**config.mk**
```make
export PLATFORM = sky130hd
export DESIGN_NAME = uart_rx_top
export DESIGN_NICKNAME = d
export VERILOG_FILES = /design/src/verilog/uart_cfg_pkg.sv /design/src/verilog/uart_rx_pkg.sv /design/src/verilog/rx_baud_tick.sv /design/src/verilog/rx_frame_fsm.sv /design/src/verilog/rx_fifo.sv /design/src/verilog/rx_host_port.sv /design/src/verilog/uart_rx_top.sv
export VERILOG_INCLUDE_DIRS = /design/src /design/src/include
export SDC_FILE = /design/constraint.sdc
export NUM_CORES = 1
export LEC_CHECK = 0
export ABC_AREA = 1
export BUFFER_PORTS_ARGS = -buffer_cell sky130_fd_sc_hd__buf_4
export CAP_MARGIN = 10
export CORE_MARGIN = 2
export CORE_UTILIZATION = 55
export DETAILED_ROUTE_END_ITERATION = 16
export PLACE_DENSITY = 0.72
export SLEW_MARGIN = 5
export SYNTH_ARGS = -nofsm -noshare
export SYNTH_HDL_FRONTEND = slang
export SYNTH_HIERARCHICAL = 1
export SYNTH_SLANG_ARGS = --single-unit
export TNS_END_PERCENT = 5
```
**constraint.sdc**
```tcl
create_clock -name clk_i -period 9 [get_ports clk_i]
set_input_delay 1.8 -clock clk_i [delete_from_list [all_inputs] [get_ports clk_i]]
set_output_delay 1.8 -clock clk_i [all_outputs]
set_load 0.005 [all_outputs]
```
**src/include/uart_rx_settings.svh**
```systemverilog
`ifndef UART_RX_SETTINGS_SVH
`define UART_RX_SETTINGS_SVH

// ------------------------------------------------------------
// Receive channel timing
// ------------------------------------------------------------

// Oversampling ticks per bit, the counter wraps at a power of two
`define RX_OVERSAMPLE 16
// System clocks per oversampling tick, so one bit lasts 64 clocks
`define RX_TICK_DIV 4

// ------------------------------------------------------------
// Receive FIFO geometry
// ------------------------------------------------------------

`define RX_FIFO_DEPTH 16
`define RX_FIFO_AW 4
// Wide enough to hold a threshold equal to the full depth
`define RX_THRESH_W 5

`endif

```
**src/verilog/uart_cfg_pkg.sv**
```systemverilog
`include "uart_rx_settings.svh"

package uart_cfg_pkg;

    // ------------------------------------------------------------
    // Line format, set by the host
    // ------------------------------------------------------------

    // Number of data bits in one character
    typedef enum logic [1:0] {
        DW_5BIT,
        DW_6BIT,
        DW_7BIT,
        DW_8BIT
    } data_width_e;

    // The fourth encoding is left unused and behaves as no check
    typedef enum logic [1:0] {
        PAR_NONE,
        PAR_EVEN,
        PAR_ODD
    } parity_e;

    typedef enum logic {
        SB_1BIT,
        SB_2BIT
    } stop_bits_e;

    // FIFO level that raises data ready in stream mode, zero means full
    typedef logic [`RX_THRESH_W-1:0] rx_threshold_t;

endpackage

```
**src/verilog/uart_rx_pkg.sv**
```systemverilog
`include "uart_rx_settings.svh"

package uart_rx_pkg;

    // ------------------------------------------------------------
    // Frame receiver states
    // ------------------------------------------------------------

    typedef enum logic [2:0] {
        // Line idle, waiting for a falling edge
        RX_IDLE,
        // Counting to the middle of the start bit
        RX_START,
        // Shifting in the data bits
        RX_SAMPLE,
        RX_PARITY,
        // One or two stop bits
        RX_STOP
    } rx_state_e;

    // ------------------------------------------------------------
    // FIFO entry and occupancy
    // ------------------------------------------------------------

    // Data is right aligned, bits above the character width are zero
    typedef struct packed {
        logic [7:0] data;
        logic       frame_err;
        logic       parity_err;
    } rx_entry_t;

    // One bit wider than the address so that a full FIFO can be counted
    typedef logic [`RX_FIFO_AW:0] fifo_count_t;

endpackage

```
**src/verilog/rx_baud_tick.sv**
```systemverilog
`include "uart_rx_settings.svh"

module rx_baud_tick (
    input  logic clk_i,
    input  logic rst_n_i,
    output logic os_tick_o
);

    // A divisor of one still needs a counter of at least one bit
    localparam int DIV_W = (`RX_TICK_DIV > 1) ? $clog2(`RX_TICK_DIV) : 1;
    localparam logic [DIV_W-1:0] DIV_LAST = DIV_W'(`RX_TICK_DIV - 1);

    logic [DIV_W-1:0] div_cnt;

    // The tick is registered and lasts exactly one clock per period
    always_ff @(posedge clk_i or negedge rst_n_i) begin
        if (!rst_n_i) begin
            div_cnt   <= '0;
            os_tick_o <= 1'b0;
        end else if (div_cnt == DIV_LAST) begin
            div_cnt   <= '0;
            os_tick_o <= 1'b1;
        end else begin
            div_cnt   <= div_cnt + 1'b1;
            os_tick_o <= 1'b0;
        end
    end

endmodule

```
**src/verilog/rx_frame_fsm.sv**
```systemverilog
`include "uart_rx_settings.svh"

module rx_frame_fsm import uart_cfg_pkg::*, uart_rx_pkg::*; (
    input  logic        clk_i,
    input  logic        rst_n_i,
    input  logic        rx_i,
    input  logic        os_tick_i,
    input  data_width_e data_width_i,
    input  parity_e     parity_mode_i,
    input  stop_bits_e  stop_bits_i,
    output logic        frame_valid_o,
    output rx_entry_t   frame_entry_o,
    output logic        rx_idle_o
);

    localparam int OS_W = $clog2(`RX_OVERSAMPLE);
    // Last tick of a bit period and the tick that centres the start bit
    localparam logic [OS_W-1:0] OS_LAST = OS_W'(`RX_OVERSAMPLE - 1);
    localparam logic [OS_W-1:0] OS_MID  = OS_W'(`RX_OVERSAMPLE / 2 - 1);

    logic            rx_meta;
    logic            rx_sync;
    rx_state_e       state;
    logic [OS_W-1:0] os_cnt;
    logic [2:0]      bit_cnt;
    logic [2:0]      last_bit;
    logic            second_stop;
    logic            stop_err;
    logic [7:0]      shift_reg;
    logic            parity_bit;
    logic [7:0]      aligned;
    logic            data_par;
    logic            sample_pt;
    logic            mid_start;
    logic            last_stop;

    // ------------------------------------------------------------
    // Line synchronizer
    // ------------------------------------------------------------

    // Both flops come out of reset at the idle line level
    always_ff @(posedge clk_i or negedge rst_n_i) begin
        if (!rst_n_i) begin
            rx_meta <= 1'b1;
            rx_sync <= 1'b1;
        end else begin
            rx_meta <= rx_i;
            rx_sync <= rx_meta;
        end
    end

    // ------------------------------------------------------------
    // Frame state machine
    // ------------------------------------------------------------

    // Once centred on the start bit, every OS_LAST tick is mid bit
    assign sample_pt = os_tick_i && (os_cnt == OS_LAST);
    assign mid_start = os_tick_i && (os_cnt == OS_MID);
    // Index of the final data bit, 4 for five bits up to 7 for eight
    assign last_bit  = 3'd4 + 3'(data_width_i);
    assign last_stop = (state == RX_STOP) && sample_pt &&
                       ((stop_bits_i == SB_1BIT) || second_stop);

    always_ff @(posedge clk_i or negedge rst_n_i) begin
        if (!rst_n_i) begin
            state       <= RX_IDLE;
            os_cnt      <= '0;
            bit_cnt     <= '0;
            second_stop <= 1'b0;
            stop_err    <= 1'b0;
        end else begin
            // Free running bit timer, individual states override it
            if (os_tick_i) begin
                os_cnt <= (os_cnt == OS_LAST) ? '0 : os_cnt + 1'b1;
            end
            case (state)
                RX_IDLE: begin
                    os_cnt      <= '0;
                    second_stop <= 1'b0;
                    stop_err    <= 1'b0;
                    if (!rx_sync) begin
                        state <= RX_START;
                    end
                end
                RX_START: begin
                    if (mid_start) begin
                        os_cnt  <= '0;
                        bit_cnt <= '0;
                        // A line that is high again by now was only a glitch
                        if (rx_sync) begin
                            state <= RX_IDLE;
                        end else begin
                            state <= RX_SAMPLE;
                        end
                    end
                end
                RX_SAMPLE: begin
                    if (sample_pt) begin
                        bit_cnt <= bit_cnt + 1'b1;
                        if (bit_cnt == last_bit) begin
                            if (parity_mode_i == PAR_NONE) begin
                                state <= RX_STOP;
                            end else begin
                                state <= RX_PARITY;
                            end
                        end
                    end
                end
                RX_PARITY: begin
                    if (sample_pt) begin
                        state <= RX_STOP;
                    end
                end
                RX_STOP: begin
                    if (last_stop) begin
                        state <= RX_IDLE;
                    end else if (sample_pt) begin
                        // First of two stop bits, remember a low sample
                        second_stop <= 1'b1;
                        stop_err    <= ~rx_sync;
                    end
                end
                default: begin
                    state <= RX_IDLE;
                end
            endcase
        end
    end

    // ------------------------------------------------------------
    // Character datapath
    // ------------------------------------------------------------

    // LSB arrives first, so each bit enters at the top and moves down
    always_ff @(posedge clk_i) begin
        if ((state == RX_SAMPLE) && sample_pt) begin
            shift_reg <= {rx_sync, shift_reg[7:1]};
        end
        if ((state == RX_PARITY) && sample_pt) begin
            parity_bit <= rx_sync;
        end
    end

    always_comb begin
        // Narrow characters sit in the top of the shift register
        case (data_width_i)
            DW_5BIT: aligned = {3'b000, shift_reg[7:3]};
            DW_6BIT: aligned = {2'b00, shift_reg[7:2]};
            DW_7BIT: aligned = {1'b0, shift_reg[7:1]};
            default: aligned = shift_reg;
        endcase
        // Zero fill keeps the XOR over all eight bits correct
        data_par = ^aligned;
        frame_entry_o.data = aligned;
        // The entry is taken in the cycle of the last stop sample
        frame_entry_o.frame_err = stop_err | ~rx_sync;
        case (parity_mode_i)
            PAR_EVEN: frame_entry_o.parity_err = data_par ^ parity_bit;
            PAR_ODD:  frame_entry_o.parity_err = ~(data_par ^ parity_bit);
            default:  frame_entry_o.parity_err = 1'b0;
        endcase
    end

    assign frame_valid_o = last_stop;
    assign rx_idle_o     = (state == RX_IDLE);

endmodule

```
**src/verilog/rx_fifo.sv**
```systemverilog
`include "uart_rx_settings.svh"

module rx_fifo import uart_rx_pkg::*; (
    input  logic        clk_i,
    input  logic        rst_n_i,
    input  logic        push_i,
    input  logic        pop_i,
    input  rx_entry_t   wr_entry_i,
    output rx_entry_t   rd_entry_o,
    output logic        full_o,
    output logic        empty_o,
    output fifo_count_t count_o
);

    localparam logic [`RX_FIFO_AW-1:0] PTR_LAST = `RX_FIFO_AW'(`RX_FIFO_DEPTH - 1);

    rx_entry_t               mem [`RX_FIFO_DEPTH];
    logic [`RX_FIFO_AW-1:0]  wr_ptr;
    logic [`RX_FIFO_AW-1:0]  rd_ptr;
    fifo_count_t             count;
    logic                    do_push;
    logic                    do_pop;

    // Requests that would overflow or underflow are ignored
    assign do_push = push_i & ~full_o;
    assign do_pop  = pop_i & ~empty_o;

    always_ff @(posedge clk_i) begin
        if (do_push) begin
            mem[wr_ptr] <= wr_entry_i;
        end
    end

    // Pointers wrap explicitly so any depth works
    always_ff @(posedge clk_i or negedge rst_n_i) begin
        if (!rst_n_i) begin
            wr_ptr <= '0;
            rd_ptr <= '0;
            count  <= '0;
        end else begin
            if (do_push) begin
                wr_ptr <= (wr_ptr == PTR_LAST) ? '0 : wr_ptr + 1'b1;
            end
            if (do_pop) begin
                rd_ptr <= (rd_ptr == PTR_LAST) ? '0 : rd_ptr + 1'b1;
            end
            // Push and pop together leave the count alone
            case ({do_push, do_pop})
                2'b10:   count <= count + 1'b1;
                2'b01:   count <= count - 1'b1;
                default: count <= count;
            endcase
        end
    end

    // Head entry is visible without a read latency
    assign rd_entry_o = mem[rd_ptr];
    assign full_o     = (count == fifo_count_t'(`RX_FIFO_DEPTH));
    assign empty_o    = (count == '0);
    assign count_o    = count;

endmodule

```
**src/verilog/rx_host_port.sv**
```systemverilog
`include "uart_rx_settings.svh"

module rx_host_port import uart_cfg_pkg::*, uart_rx_pkg::*; (
    input  logic          clk_i,
    input  logic          rst_n_i,
    input  logic          frame_valid_i,
    input  logic          stream_mode_i,
    input  rx_threshold_t threshold_i,
    input  logic          fifo_full_i,
    input  logic          fifo_empty_i,
    input  fifo_count_t   fifo_count_i,
    input  rx_entry_t     fifo_entry_i,
    input  logic          rd_req_i,
    output logic          fifo_push_o,
    output logic          fifo_pop_o,
    output logic          rd_ack_o,
    output logic [7:0]    rd_data_o,
    output logic          frame_err_o,
    output logic          parity_err_o,
    output logic          overrun_o,
    output logic          data_ready_o
);

    logic        req_q;
    logic        read_done;
    fifo_count_t count_after;
    logic        ready_hit;

    // ------------------------------------------------------------
    // Write side and data ready
    // ------------------------------------------------------------

    // A frame that finds the FIFO full is lost
    assign fifo_push_o = frame_valid_i & ~fifo_full_i;
    // Level the FIFO will have once this push and any pop settle
    assign count_after = fifo_count_i + fifo_count_t'(1) - fifo_count_t'(fifo_pop_o);

    always_comb begin
        if (!stream_mode_i) begin
            ready_hit = 1'b1;
        end else if (threshold_i != '0) begin
            ready_hit = (count_after == fifo_count_t'(threshold_i));
        end else begin
            // Zero threshold waits for the push that fills the FIFO
            ready_hit = (count_after == fifo_count_t'(`RX_FIFO_DEPTH));
        end
    end

    // ------------------------------------------------------------
    // Four-phase read
    // ------------------------------------------------------------

    // Pop once per request, on the clock after it is seen high
    assign fifo_pop_o = req_q & ~rd_ack_o & ~fifo_empty_i;
    // Request gone while ack is still up ends the read
    assign read_done  = ~req_q & rd_ack_o;

    always_ff @(posedge clk_i or negedge rst_n_i) begin
        if (!rst_n_i) begin
            req_q        <= 1'b0;
            rd_ack_o     <= 1'b0;
            overrun_o    <= 1'b0;
            data_ready_o <= 1'b0;
        end else begin
            req_q        <= rd_req_i;
            data_ready_o <= fifo_push_o & ready_hit;
            if (fifo_pop_o) begin
                rd_ack_o <= 1'b1;
            end else if (read_done) begin
                rd_ack_o <= 1'b0;
            end
            // A new drop outranks a read that completes in the same clock
            if (frame_valid_i && fifo_full_i) begin
                overrun_o <= 1'b1;
            end else if (read_done) begin
                overrun_o <= 1'b0;
            end
        end
    end

    // Held from the pop until the next pop, so stable while ack is high
    always_ff @(posedge clk_i) begin
        if (fifo_pop_o) begin
            rd_data_o    <= fifo_entry_i.data;
            frame_err_o  <= fifo_entry_i.frame_err;
            parity_err_o <= fifo_entry_i.parity_err;
        end
    end

endmodule

```
**src/verilog/uart_rx_top.sv**
```systemverilog
module uart_rx_top import uart_cfg_pkg::*, uart_rx_pkg::*; (
    input  logic          clk_i,
    input  logic          rst_n_i,
    input  logic          rx_i,
    input  data_width_e   data_width_i,
    input  parity_e       parity_mode_i,
    input  stop_bits_e    stop_bits_i,
    input  logic          stream_mode_i,
    input  rx_threshold_t threshold_i,
    input  logic          rd_req_i,
    output logic          rd_ack_o,
    output logic [7:0]    rd_data_o,
    output logic          frame_err_o,
    output logic          parity_err_o,
    output logic          overrun_o,
    output logic          data_ready_o,
    output logic          fifo_empty_o,
    output logic          rx_idle_o
);

    logic        os_tick;
    logic        frame_valid;
    rx_entry_t   frame_entry;
    rx_entry_t   fifo_entry;
    logic        fifo_push;
    logic        fifo_pop;
    logic        fifo_full;
    fifo_count_t fifo_count;

    // ------------------------------------------------------------
    // Serial side
    // ------------------------------------------------------------

    rx_baud_tick u_baud_tick (
        .clk_i     (clk_i),
        .rst_n_i   (rst_n_i),
        .os_tick_o (os_tick)
    );

    rx_frame_fsm u_frame_fsm (
        .clk_i         (clk_i),
        .rst_n_i       (rst_n_i),
        .rx_i          (rx_i),
        .os_tick_i     (os_tick),
        .data_width_i  (data_width_i),
        .parity_mode_i (parity_mode_i),
        .stop_bits_i   (stop_bits_i),
        .frame_valid_o (frame_valid),
        .frame_entry_o (frame_entry),
        .rx_idle_o     (rx_idle_o)
    );

    // ------------------------------------------------------------
    // Buffer and host side
    // ------------------------------------------------------------

    // The entry goes straight in, the host port only decides the push
    rx_fifo u_fifo (
        .clk_i      (clk_i),
        .rst_n_i    (rst_n_i),
        .push_i     (fifo_push),
        .pop_i      (fifo_pop),
        .wr_entry_i (frame_entry),
        .rd_entry_o (fifo_entry),
        .full_o     (fifo_full),
        .empty_o    (fifo_empty_o),
        .count_o    (fifo_count)
    );

    rx_host_port u_host_port (
        .clk_i         (clk_i),
        .rst_n_i       (rst_n_i),
        .frame_valid_i (frame_valid),
        .stream_mode_i (stream_mode_i),
        .threshold_i   (threshold_i),
        .fifo_full_i   (fifo_full),
        .fifo_empty_i  (fifo_empty_o),
        .fifo_count_i  (fifo_count),
        .fifo_entry_i  (fifo_entry),
        .rd_req_i      (rd_req_i),
        .fifo_push_o   (fifo_push),
        .fifo_pop_o    (fifo_pop),
        .rd_ack_o      (rd_ack_o),
        .rd_data_o     (rd_data_o),
        .frame_err_o   (frame_err_o),
        .parity_err_o  (parity_err_o),
        .overrun_o     (overrun_o),
        .data_ready_o  (data_ready_o)
    );

endmodule

```
== Word-level counts from Yosys, hierarchy flattened ==
Memory sizes are Yosys's and may differ from the RTL's. A register that Yosys moved wholly into a read port is not among the register bits.
Cells that the tools add are included.

* Bits in writable memories: 160
* Output and inout port bits: 15
* Logic and storage cells: 129
* Flip-flop bits (word level): 43
* Bits of input ports: 15
* Memories: 1

{| class="wikitable"
|+ Memories
! name !! depth !! bits a word !! rd ports !! clocked after Yosys merged registers in !! write ports !! RTL line !! RTL
|-
| u_fifo.mem || 16 || 10 || 1 || 1 || 1 || rx_fifo.sv:17 || <nowiki>rx_entry_t mem [`RX_FIFO_DEPTH];</nowiki>
|}

* Multiplexer cells: 36
* $add $sub $neg: 9
* Equal/unequal tests: 27
* Reductions and logical operators: 22
* Bitwise gates (word level): 16

{| class="wikitable"
|+ Operators by type and width
! cell !! number
|-
| 2-to-1 mux 3 bit || 9
|-
| one-hot mux 8 bit (3 select lines) || 1
|-
| 2-to-1 mux 4 bit || 5
|-
| one-hot mux 3 bit (5 select lines) || 1
|-
| adder 4 x 1 -> 4 bit (second input constant) || 3
|-
| == test 4 bit (second input constant) || 3
|-
| 2-to-1 mux 1 bit || 12
|-
| != test 2 x 1 -> 1 bit (second input constant) || 6
|-
| == test 5 bit (second input constant) || 2
|-
| one-hot mux 5 bit (2 select lines) || 1
|-
| nonzero test 2 bit || 5
|-
| == test 2 bit (second input constant) || 4
|-
| one-hot mux 4 bit (2 select lines) || 1
|-
| parity 8 bit || 1
|-
| bitwise AND 1 bit || 7
|-
| logical AND 1 bit || 7
|-
| NOT 1 bit || 7
|-
| == test 2 x 1 -> 1 bit (second input constant) || 3
|-
| == test 3 x 2 -> 1 bit (second input constant) || 2
|-
| one-hot mux 1 bit (2 select lines) || 3
|-
| one-hot mux 3 bit (2 select lines) || 1
|-
| AND reduction 3 bit || 2
|-
| AND reduction 6 bit || 1
|-
| adder 5 x 1 -> 5 bit (second input constant) || 1
|-
| 19 further kinds || 22
|}

== Depth between registers and ports, before layout ==
Gate-level depths: netlist of run 1.

* Depth after elaboration: 8
* Gate-level depth with buffers: 17
* Mapped depth without buffers: 17

== Modules after synthesis ==
Netlist of run 1, hierarchy kept.

{| class="wikitable"
|+ Modules (own cells, without submodules)
! module !! area an instance (µm²) !! seq. area each (µm²) !! cells an instance !! times used
|-
| rx_fifo || 7882.6 || 5129.9 || 809 || 1
|-
| rx_frame_fsm || 1490.2 || 623.1 || 206 || 1
|-
| rx_host_port || 720.7 || 400.4 || 80 || 1
|-
| rx_baud_tick || 91.3 || 75.1 || 5 || 1
|}

== Worst setup path before layout of run 1 ==
OpenSTA, ideal clock, no wires.

* Path kind: input to register
* Start: input port stop_bits_i
* End: register u_fifo.count[4], in the netlist u_fifo/count_o[4]
* Slack: 5.511 ns
* Buffers on the path: 0
* Cell stages on the path: 13
* Required time: 8.883 ns
* Data arrival time: 3.372 ns
* Library setup time: 0.117 ns
* Cells stage by stage: inv_1 > nor2_1 > nor3_4 > inv_1 > nor2_1 > nand2_2 > ha_1 > ha_1 > or2_1 > nand3_1 > nand2_1 > nand2_1 > nand2_1

* Longest elaborated chain between the ends: 7
* Elaborated cells on any way between the ends: 9
* Those cells by class: eq/ne: 2; mux: 1; bitwise: 3; reduce/logical: 3

{| class="wikitable"
|+ Ends and longest elaborated chain
! item !! RTL line !! RTL
|-
| from (decl) || uart_rx_top.sv:7 || <nowiki>input stop_bits_e stop_bits_i,</nowiki>
|-
| NOT 1 bit (*) || rx_frame_fsm.sv:62 || <nowiki>((stop_bits_i == SB_1BIT) || second_stop);</nowiki>
|-
| logical OR 1 bit (*) || rx_frame_fsm.sv:62 ||
|-
| logical AND 1 bit (*) || rx_frame_fsm.sv:61 || <nowiki>assign last_stop = (state == RX_STOP) && sample_pt &&</nowiki>
|-
| net frame_valid || uart_rx_top.sv:22 || <nowiki>logic frame_valid;</nowiki>
|-
| bitwise AND 1 bit (*) || rx_host_port.sv:34 || <nowiki>assign fifo_push_o = frame_valid_i & ~fifo_full_i;</nowiki>
|-
| net fifo_push || uart_rx_top.sv:25 || <nowiki>logic fifo_push;</nowiki>
|-
| bitwise AND 1 bit (*) || rx_fifo.sv:25 || <nowiki>assign do_push = push_i & ~full_o;</nowiki>
|-
| == test 2 x 1 -> 1 bit or == test 2 bit (tied branches) || rx_fifo.sv:48 || <nowiki>case ({do_push, do_pop})</nowiki>
|-
| one-hot mux 5 bit (2 select lines) or nonzero test 2 bit (tied branches) || n/a ||
|-
| to (signal assigned) || rx_fifo.sv:49 || <nowiki>2'b10: count <= count + 1'b1;</nowiki>
|-
| to (signal assigned) || rx_fifo.sv:50 || <nowiki>2'b01: count <= count - 1'b1;</nowiki>
|-
| to (signal assigned) || rx_fifo.sv:51 || <nowiki>default: count <= count;</nowiki>
|-
| to (decl) || rx_fifo.sv:20 || <nowiki>fifo_count_t count;</nowiki>
|}

Mark *: on every way through the listed nets, which the timed path passes. The rest lies on a longest branch.
A chain may end at the register's enable or synchronous reset.

==> reports/qor.yml, run 1 <==
sta:
  maxSlewHeadroom_pct: 21.48
  period_share_pct: 43.43
  fin_crit_ps: 3908
  slew_viol_final: 0
  setup_tns_ps: 0
  clock_skew_ps: 15.64
  setup_viol: 0
  fmaxAchievable_mhz: 255.9
  rsz0062_at_grt: "no"
  worstMarginPinSlew_ps: 1171
  whs_ps: 354.3
  hold_violations: 0
grt:
  grt_pass1_vias: 6583
  gr-usage-all-layers_pct: 21.93
  overflow: 0
  antenna_found_initial: 0
  grt_pass1_wl_mm: 33.87
  grt_max_degree: 84
finish:
  design_area_sq_um: 11250
  syn2layout_area_growth_pct: 10.43
  nNetsFinal: 1158
  insertedDiodeCount: 0
  largest_reg_flops: 160
  final_common_cell: "nand2_1"
  finish.utilization_pct: 62.19
  layout_common_cells: "nand2_1 (368), inv_1 (208), edfxtp_1 (179), nand3_1 (140), nor2_1 (46)"
  drive_above_1_share_pct: 7.544
floorplan:
  core_area_sq_um: 18090
  num_rows: 49
  die_y_um: 140.1
  initial_core_util_pct: 56.31
  die_area_sq_um: 19620
  pin_count: 30
  fp.dieW_um: 140.1
critical_path:
  crit_start: "data_width_i[0]"
  r2r_start: "u_fifo/count_o[0]$_DFFE_PN0P_"
  startpoint_type: "primary input"
  worst_path_max_delay_cell: "nand4_1"
  worst_setup_path_end_kind: "flip-flop"
  crit_type: "in -> reg"
  path_common_cell: "nand2_1"
  required_ps: 9110
  cp_max_fo: 18
  slowest_delay_ps: 750
  crit_chain: "buf_4 -> inv_1 -> nand3_1 -> nand4_1 -> nand2_1 -> nand2_1 -> nand3_1 -> nand2_1 -> nand2_1 -> nand2_1 -> nand2_1 -> nand2_1"
  arrival_ps: 4020
placement:
  place_area_sq_um: 10510
  gp_congestion: 0.8436
  place_hpwl_mm: 12.92
  io_buffers: 29
route:
  firstDrtPassIters: 11
  wl_mm: 20.97
  wire_per_inst_um: 15.32
  drt_iter0_markers: 651
  postRouteAntennaNets: 0
  drc: 2
  detailroute.via_count: 7059
  avgViaCountPerCell: 5.156
power:
  vdd_drop_max_uv: 170.2
  seqPwrFrac_pct: 39.9
  pwr-share-comb_pct: 29.5
  internal-power_mw: 1.976
  power_leakage_nw: 5.230
  power.switching_mw: 1.011
  switching_share_pct: 33.85
  power_mw: 2.987
  power_density_nw_per_um2: 265.6
  pwr-share-clk_pct: 30.5
logic_synthesis:
  postSynthAreaPerCell_sq_um: 9.259
  synth_fp_nets: 1134
  synth-main-ff-cell: "edfxtp_1"
  synthCells: 1100
  synth_edf_count: 179
  yosysUniqueCellTypes: 38
  yosysSeqAreaShare_pct: 61.15
  netlist_area_sq_um: 10180
  synthArstFlopShare_pct: 15.96
  ys_warn_count: 6
  synth-seq-cells: 213
run:
  drv_cap: 0
clock_network:
  insertion_delay_ps: 510
  postCtsSetupBuffers: 0
  max-clock-path-buffers: 3
  cts_tree: "built"
  ctsHtreeMaxLevel: 1
  post_cts_resized: 0
  cts.sinks: 213
  cts_buffers: 23
  root_buffer: "clkbuf_16"
  path_clk_slew_ps: 60
  holdBufCountCts: 0
worst_hold_path:
  worstHoldStart: "u_frame_fsm/rx_meta$_DFF_PN1_"
  hold_path_class: "reg -> reg"
outcome:
  violations: "design-rule violations"
  status: "finished, violations left"
[power groups by stage]
stage / Clock [mW] / Sequential [mW] / Combinational (mW)
finish: 0.912 / 1.19 / 0.882
CTS: 0.930 / 1.19 / 0.882
detailed placement: 0 / 1.21 / 0.874
floorplan: 0 / 1.20 / 0.673
global placement: 0 / 1.21 / 0.862
global route: 0.967 / 1.20 / 1.00
[cell families (layout without fill, tap and decap cells)]
| group | count (synthesis) | after routing | synth area share, % |
|---|---|---|---|
| simple gates | 580 | 580 | 23.89 |
| buf+inv | 248 | 288 | 9.988 |
| flops | 213 | 213 | 61.15 |
| compound gates | 30 | 30 | 1.683 |
| fa+ha+maj | 19 | 19 | 2.408 |
| xor+xnor | 9 | 9 | 0.7740 |
| mux | 1 | 1 | 0.09828 |
[synth_stat cells, types with 2 or more instances]
cell / number / area share, %
inv_2: 5 / 0.18
ha_1: 18 / 2.2
xor2_1: 2 / 0.17
nor2_1: 46 / 1.7
inv_1: 208 / 7.7
edfxtp_1: 179 / 53
nand3_2: 2 / 0.20
nor2_2: 3 / 0.18
nand2_1: 368 / 14
xnor2_1: 7 / 0.60
nand4_1: 7 / 0.43
or2_2: 2 / 0.12
o21ai_0: 19 / 0.93
buf_4: 9 / 0.66
buf_6: 4 / 0.44
a21oi_1: 4 / 0.20
clkinv_1: 2 / 0.074
nor3_1: 5 / 0.25
or2_1: 2 / 0.12
buf_2: 18 / 0.88
dfstp_2: 2 / 0.52
clkbuf_1: 2 / 0.074
dfrtp_1: 32 / 7.9
nand3_1: 140 / 6.9
[through the flow]
stage / setup WS [ps] / std cells
finish: 5092 / 1369
global route: 4862 / 1369
CTS: 5118 / 1369
detailed placement: 4599 / 1328
global placement: 4703 / 1328
floorplan: 5511 / 1100
[metal layers]
metal / track usage [%] / vias to the layer above / wire (um)
li1: - / 3532 / -
met2: 35.47 / 194 / 9686
met1: 31.20 / 3289 / 9379
met3: 3.179 / 44 / 1330
met4: 6.805 / 0 / 578
met5: 0 / - / 0
[layout make-up]
type                            count  area [sq um]
Fill cell                        1465          6839
Sequential cell                   213          6230
Multi-Input combinational cell    639          2944
Inverter                          215         807.0
Clock buffer                       31         635.6
Tap cell                          229         286.5
Timing Repair Buffer               32         240.2
Clock inverter                     10         103.9
[path summary, 6_finish.rpt]
check                                                endpoint  slack, ps  depth (start not counted)
max                                u_fifo/mem[6][0]$_DFFE_PP_       5090                         12
min                             u_frame_fsm/rx_sync$_DFF_PN1_        350                          0
max reg2reg                     u_fifo/count_o[3]$_DFFE_PN0P_       5540                         12
min reg2reg                     u_frame_fsm/rx_sync$_DFF_PN1_        350                          0
max in group asynchronous        u_fifo/rd_ptr[0]$_DFFE_PN0P_       7420                          1
min in group asynchronous  u_frame_fsm/bit_cnt[0]$_DFFE_PN0P_       1240                          1
[worst max-delay path, delay by kind of cell]
family / cells / cell delay [ps]
buf+inv: 2 / 330
simple gates: 10 / 1880
No activity file was read; power rests on OpenSTA's default activity.
==> inputs of run 2 (changes only) <==
- ABC_AREA: 1 -> 0
- PLACE_DENSITY: 0.72 -> 0.75
- clock period: 9 -> 3.5 ns (I/O delays scaled with it)
==> run 2 against run 1 <==
Compared with the run above: the flow now finishes without violations; critical path type is now reg -> reg; flip-flop and latch count stayed put; die area is 10% lower; register-to-register slack worse by 5300 ps; clock skew is 3.5 ps lower; first-iteration DRC count is 36% lower; count of clock-buffer cells in the layout is 5 lower; synthesized cell count is 51% lower; clock power is 120% higher; sequential power is 150% higher; critical path depth is 1 higher; setup slack worse by 4800 ps.
==> reports/qor.yml, run 2 <==
logic_synthesis:
  synth-xor-area-share_pct: 2.547
  synth_simple_gate_area_share_pct: 5.504
  synth.area.top_cells: "edfxtp_1 (59%), dfrtp_1 (8.8%), mux4_2 (6.4%)"
  yosysUniqueCellTypes: 55
  synth_edf_count: 179
  synth_top_area_share_pct: 58.82
  synth-seq-cells: 213
  postSynthAreaPerCell_sq_um: 16.89
  synthCells: 541
  yosysTopAreaCell: "edfxtp_1"
  ys_warn_count: 6
  synth_fa_ha_area_share_pct: 2.683
  yosys-mux-area-fraction_pct: 13.64
  synthArstFlopShare_pct: 15.96
  synth_compound_area_share_pct: 5.025
  synth_top_family_by_area: "multiplexers"
  synth_commonest_cells: "edfxtp_1 (179), mux2i_1 (36), dfrtp_1 (32)"
  yosysSeqAreaShare_pct: 68.15
  netlist_area_sq_um: 9139
  synth_fp_nets: 575
  yosysMostFrequentCell: "edfxtp_1"
  synth-main-ff-cell: "edfxtp_1"
clock_network:
  ctsHtreeMaxLevel: 1
  path_clk_slew_ps: 60
  root_buffer: "clkbuf_16"
  insertion_delay_ps: 490
  postCtsSetupBuffers: 0
  cts_tree: "built"
  max-clock-path-buffers: 3
  holdBufCountCts: 0
  cts_buffers: 21
  cts.sinks: 213
critical_path:
  rr_endpoint: "u_fifo/count_o[4]$_DFFE_PN0P_"
  timing.reg2reg.setup_slack_ps: 270
  crit_end: "u_fifo/count_o[4]$_DFFE_PN0P_"
  crit_type: "reg -> reg"
  worst_setup_path_end_kind: "flip-flop"
  worst_r2r_path_depth: 13
  required_ps: 3910
  worst_path_max_delay_cell: "fa_1"
  crit_chain: "ha_1 -> nand4_1 -> nor3_2 -> and3_1 -> nor2b_2 -> a21boi_1 -> inv_1 -> ha_1 -> fa_1 -> a21o_1 -> a21oi_1 -> mux2i_1 -> xnor2_1"
  r2r_start: "u_frame_fsm/os_cnt[0]$_DFF_PN0_"
  startpoint_type: "flip-flop"
  crit_start: "u_frame_fsm/os_cnt[0]$_DFF_PN0_"
  arrival_ps: 3640
  path_common_cell: "ha_1"
  cp_max_fo: 6
  slowest_delay_ps: 440
placement:
  place_hpwl_mm: 11.08
  io_buffers: 29
  gp_congestion: 0.7802
finish:
  largest_reg_flops: 160
  final-seq-area_sq_um: 6231
  fillers: 1130
  syn2layout_area_growth_pct: 12.97
  drive_above_1_share_pct: 21.51
  insertedDiodeCount: 0
  layout_common_cells: "edfxtp_1 (179), buf_4 (58), mux2i_1 (36), nor2_1 (30), dfrtp_1 (30)"
  nNetsFinal: 630
  multi_input_area_sq_um: 2694
  final_common_cell: "edfxtp_1"
route:
  avgViaCountPerCell: 5.919
  top_layer: "met4"
  wl_met2_mm: 8.728
  postRouteAntennaNets: 0
  route.layer.met1.wl_mm: 7.512
  detailroute.via_count: 4907
  wl_mm: 17.68
  met3_length_mm: 1.075
  drt_iter0_markers: 418
  wire_per_inst_um: 21.32
  drc: 0
  firstDrtPassIters: 8
worst_hold_path:
  hold_path_class: "in -> async"
grt:
  overflow: 0
  antenna_found_initial: 0
  grt_pass1_wl_mm: 27.66
  grt_max_degree: 55
  grt_pass1_vias: 4993
  gr-usage-all-layers_pct: 20.63
power:
  vdd_drop_max_uv: 394.0
  power_density_nw_per_um2: 511.9
  power_mw: 5.285
  power_leakage_nw: 3.560
sta:
  hold_violations: 0
  maxSlewHeadroom_pct: 21.30
  period_share_pct: 92.28
  slew_viol_final: 0
  fmaxAchievable_mhz: 309.6
  worstMarginPinSlew_ps: 1178
  clock_skew_ps: 12.16
  fin_crit_ps: 3230
  setup_viol: 0
  setup_tns_ps: 0
floorplan:
  num_rows: 47
  initial_core_util_pct: 55.70
  die_y_um: 132.9
  fp.dieW_um: 132.9
  pin_count: 30
  core_area_sq_um: 16410
  die_area_sq_um: 17660
outcome:
  status: "finished clean"
run:
  drv_cap: 0
## run 2: cell types whose count changed after synthesis, sizes merged, moves of 6 or more
cell and change:
a22oi +10, xnor2 +8, nand4 -6, buf -9, mux2i +35, nand3 -136, nor2 -20, mux4 +35
nor3 +7, nand2 -346, nand2b +8, a32oi +10, xor2 +7, inv -201
## run 2: per-stage QoR
step	cells	hold slack [ps]	instance area [sq um]	setup WS (ps)	utilization, %
after floorplan	541	345.2	9139	311.7	-
after global placement	793	346.7	9693	262.0	59.08
after detailed placement	793	349.0	9693	64.91	59.08
after CTS	829	168.5	10320	116.2	62.88
after global routing	829	185.9	10320	-2.372	62.92
final	829	157.0	10320	270.1	62.92
## run 2: timing repair
item	4_1_cts	5_1_grt
resized for setup	0	3
hold endpoints to repair	0	0
setup endpoints to repair	0	1
## run 2: worst min path at each step
stage | to | slack [ps] | cells past startpoint
after floorplan | u_frame_fsm/rx_sync$_DFF_PN1_ | 350 | 0
after global placement | u_frame_fsm/rx_sync$_DFF_PN1_ | 350 | 0
after detailed placement | u_frame_fsm/rx_sync$_DFF_PN1_ | 350 | 0
after CTS | u_baud_tick/div_cnt[0]$_DFF_PN0_ | 170 | 1
after global routing | u_host_port/rd_ack_o$_DFFE_PN0P_ | 190 | 1
final | u_baud_tick/div_cnt[0]$_DFF_PN0_ | 160 | 1
## run 2: critical path: cells and delay by family, from the launching register on
kind                     cells  cell delay (ps)
adder cells (fa/ha/maj)      3              980
buffers and inverters        1               70
AO/OA/AOI/OAI                3              600
multiplexers                 1              230
flip-flops                   1              410
XOR/XNOR                     1              140
AND/OR/NAND/NOR              4              710
## run 2: area by class of cell
| class | instances | share of cell area (%) |
|---|---|---|
| Clock buffer | 26 | 5.272 |
| Tap cell | 220 | 2.666 |
| Timing Repair Buffer | 59 | 4.412 |
| Clock inverter | 10 | 0.7635 |
| Multi-Input combinational cell | 289 | 26.09 |
| Sequential cell | 213 | 60.36 |
| Inverter | 12 | 0.4363 |
## run 2: layer usage
| metal | vias to the layer above | GRT usage, % |
|---|---|---|
| li1 | 2228 | - |
| met4 | 0 | 5.197 |
| met2 | 160 | 34.08 |
| met1 | 2489 | 29.14 |
| met3 | 30 | 3.372 |
| met5 | - | 0 |
## run 2: power by group
| part | total, mW | switching [mW] | internal (mW) |
|---|---|---|---|
| combinational | 0.296 | 0.170 | 0.126 |
| sequential | 2.94 | 0.0787 | 2.86 |
| clock | 2.05 | 0.875 | 1.18 |
| total | 5.28 | 1.12 | 4.16 |
## run 2: logic make-up (layout without fill, tap and decap cells)
logic type	after synthesis	in the layout
fa+ha+maj	19	19
mux	76	76
xor+xnor	25	25
flops	213	213
buf+inv	39	107
compound gates	66	66
simple gates	103	103
==> inputs of run 3 (changes only) <==
- BUFFER_PORTS_ARGS: -buffer_cell sky130_fd_sc_hd__buf_4 -> default
- DONT_BUFFER_PORTS: default -> 1
- PLACE_DENSITY: 0.75 -> 0.73
==> run 3 against run 2 <==
Compared with the run above: register-to-register slack improved by 40 ps; core utilization decreased by 0.41 points; clock power increased by 18%; maximum frequency increased by 1.4%; die area unchanged; sequential power about the same; first-iteration DRC count decreased by 16%; global-route usage decreased by 0.39 points; setup slack improved by 43 ps; combinational power decreased by 5%; critical endpoint unchanged; highest routed layer unchanged.
==> reports/qor.yml, run 3 (same netlist as run 2, synthesis figures left out) <==
critical_path:
  timing.reg2reg.setup_slack_ps: 310
  crit_type: "reg -> reg"
  arrival_ps: 3590
  cp_max_fo: 6
  required_ps: 3900
  startpoint_type: "flip-flop"
  worst_setup_path_end_kind: "flip-flop"
power:
  pwr-share-comb_pct: 5.0
  power_leakage_nw: 3.497
  pwr-share-clk_pct: 42.8
  vdd_drop_max_uv: 353.5
  seqPwrFrac_pct: 52.2
  internal-power_mw: 4.481
  power.switching_mw: 1.140
  switching_share_pct: 20.28
  power_density_nw_per_um2: 548.1
outcome:
  status: "finished clean"
clock_network:
  path_clk_slew_ps: 60
  max-clock-path-buffers: 3
  cts.sinks: 213
  postCtsSetupBuffers: 0
  cts_tree: "built"
  insertion_delay_ps: 490
  ctsHtreeMaxLevel: 1
  cts_buffers: 23
  root_buffer: "clkbuf_16"
grt:
  grt_max_degree: 33
  grt_pass1_vias: 4935
  antenna_found_initial: 0
  busiest_layer: "met2"
  gr-usage-all-layers_pct: 20.24
  grt_use_met1_pct: 28.98
  overflow: 0
  use_met2_pct: 32.87
  gr-usage-met3_pct: 3.448
  grt_pass1_wl_mm: 27.55
sta:
  maxSlewHeadroom_pct: 20.51
  period_share_pct: 91.05
  setup_viol: 0
  fin_crit_ps: 3187
  rsz0062_at_grt: "no"
  clock_skew_ps: 11.97
  setup_tns_ps: 0
  fmaxAchievable_mhz: 313.8
  whs_ps: 44.79
  hold_violations: 0
  slew_viol_final: 0
  worstMarginPinSlew_ps: 1190
route:
  wl_mm: 17.06
  detailroute.via_count: 4840
  drc: 0
  postRouteAntennaNets: 0
  firstDrtPassIters: 5
  wire_per_inst_um: 21.19
  drt_iter0_markers: 350
  avgViaCountPerCell: 6.012
finish:
  layout_common_cells: "edfxtp_1 (179), mux2i_1 (36), nor2_1 (30), dfrtp_1 (30), buf_4 (29)"
  drive_above_1_share_pct: 18.12
  syn2layout_area_growth_pct: 12.23
  nNetsFinal: 604
  largest_reg_flops: 160
  fillers: 1131
  insertedDiodeCount: 0
  final_common_cell: "edfxtp_1"
floorplan:
  die_area_sq_um: 17660
  core_area_sq_um: 16410
  num_rows: 47
  pin_count: 30
  fp.dieW_um: 132.9
  die_y_um: 132.9
  initial_core_util_pct: 55.70
run:
  drv_cap: 0
placement:
  place_hpwl_mm: 10.98
  io_buffers: 0
  gp_congestion: 0.8096
worst_hold_path:
  hold_path_class: "in -> async"
[run 3: changes by cell type in the layout (fill, tap and decap cells not counted)]
cell        previous run  this run
buf_12                 1         2
inv_6                  0         1
bufinv_16              1         4
clkinv_1               2         1
clkbuf_16             21        23
clkinv_4               1         0
buf_4                 58        29
clkinvlp_4             1         0
clkbuf_1               5         6
nor2b_1                4         5
nor2b_2                1         0
[run 3: worst paths after layout]
check,startpoint,end,cells past startpoint
worst max-delay path,u_frame_fsm/os_cnt[0]$_DFF_PN0_,u_fifo/count_o[4]$_DFFE_PN0P_,13
max in group asynchronous,rst_n_i,u_fifo/rd_ptr[1]$_DFFE_PN0P_,1
worst min-delay path,rst_n_i,u_frame_fsm/os_cnt[3]$_DFF_PN0_,1
worst max register to register,u_frame_fsm/os_cnt[0]$_DFF_PN0_,u_fifo/count_o[4]$_DFFE_PN0P_,13
worst min register to register,u_frame_fsm/rx_meta$_DFF_PN1_,u_frame_fsm/rx_sync$_DFF_PN1_,0
min in group clk_i,rx_i,u_frame_fsm/rx_meta$_DFF_PN1_,0
[run 3: per-stage QoR]
step	total power, mW	area [sq um]	instances	worst slack, ps	utilization [%]
floorplan	3.171	9139	541	311.7	-
global placement	3.227	9468	763	357.5	57.71
detailed placement	3.251	9468	763	216.1	57.71
CTS	5.662	10240	804	183.4	62.43
global route	5.823	10260	805	18.96	62.51
finish	5.621	10260	805	313.3	62.51
[run 3: power groups by stage]
| stage | logic, mW | clock network, mW | registers [mW] |
|---|---|---|---|
| floorplan | 0.223 | 0 | 2.95 |
| global placement | 0.250 | 0 | 2.98 |
| detailed placement | 0.268 | 0 | 2.98 |
| CTS | 0.278 | 2.45 | 2.93 |
| global route | 0.319 | 2.56 | 2.94 |
| finish | 0.282 | 2.41 | 2.93 |
[run 3: worst max-delay path: stages, from the launching register on]
cell,delay (ps)
dfrtp_1,400
ha_1,230
nand4_1,150
nor3_2,160
and3_1,190
nor2b_1,220
a21boi_1,220
inv_1,80
ha_1,280
fa_1,440
a21o_1,180
a21oi_1,190
mux2i_1,240
xnor2_1,140
[run 3: area by class of cell]
type / instances / area [sq um] / area share (%)
Clock buffer: 29 / 598.1 / 5.831
Clock inverter: 11 / 157.7 / 1.537
Inverter: 12 / 45.04 / 0.4392
Multi-Input combinational cell: 289 / 2691 / 26.24
Sequential cell: 213 / 6231 / 60.75
Tap cell: 220 / 275.3 / 2.684
Timing Repair Buffer: 31 / 257.7 / 2.513
[run 3: what timing repair did]
item                                    4_1_cts  5_1_grt
hold endpoints to repair                     32        0
endpoints found under the setup margin        0        1
gates resized for setup                       0        2
hold buffers                                  1        0
[run 3: metal layers]
layer / share of wire (%) / vias to the layer above
li1: - / 2172
met1: 42 / 2472
met2: 49 / 173
met3: 6.7 / 23
met4: 1.5 / 0
met5: 0 / -
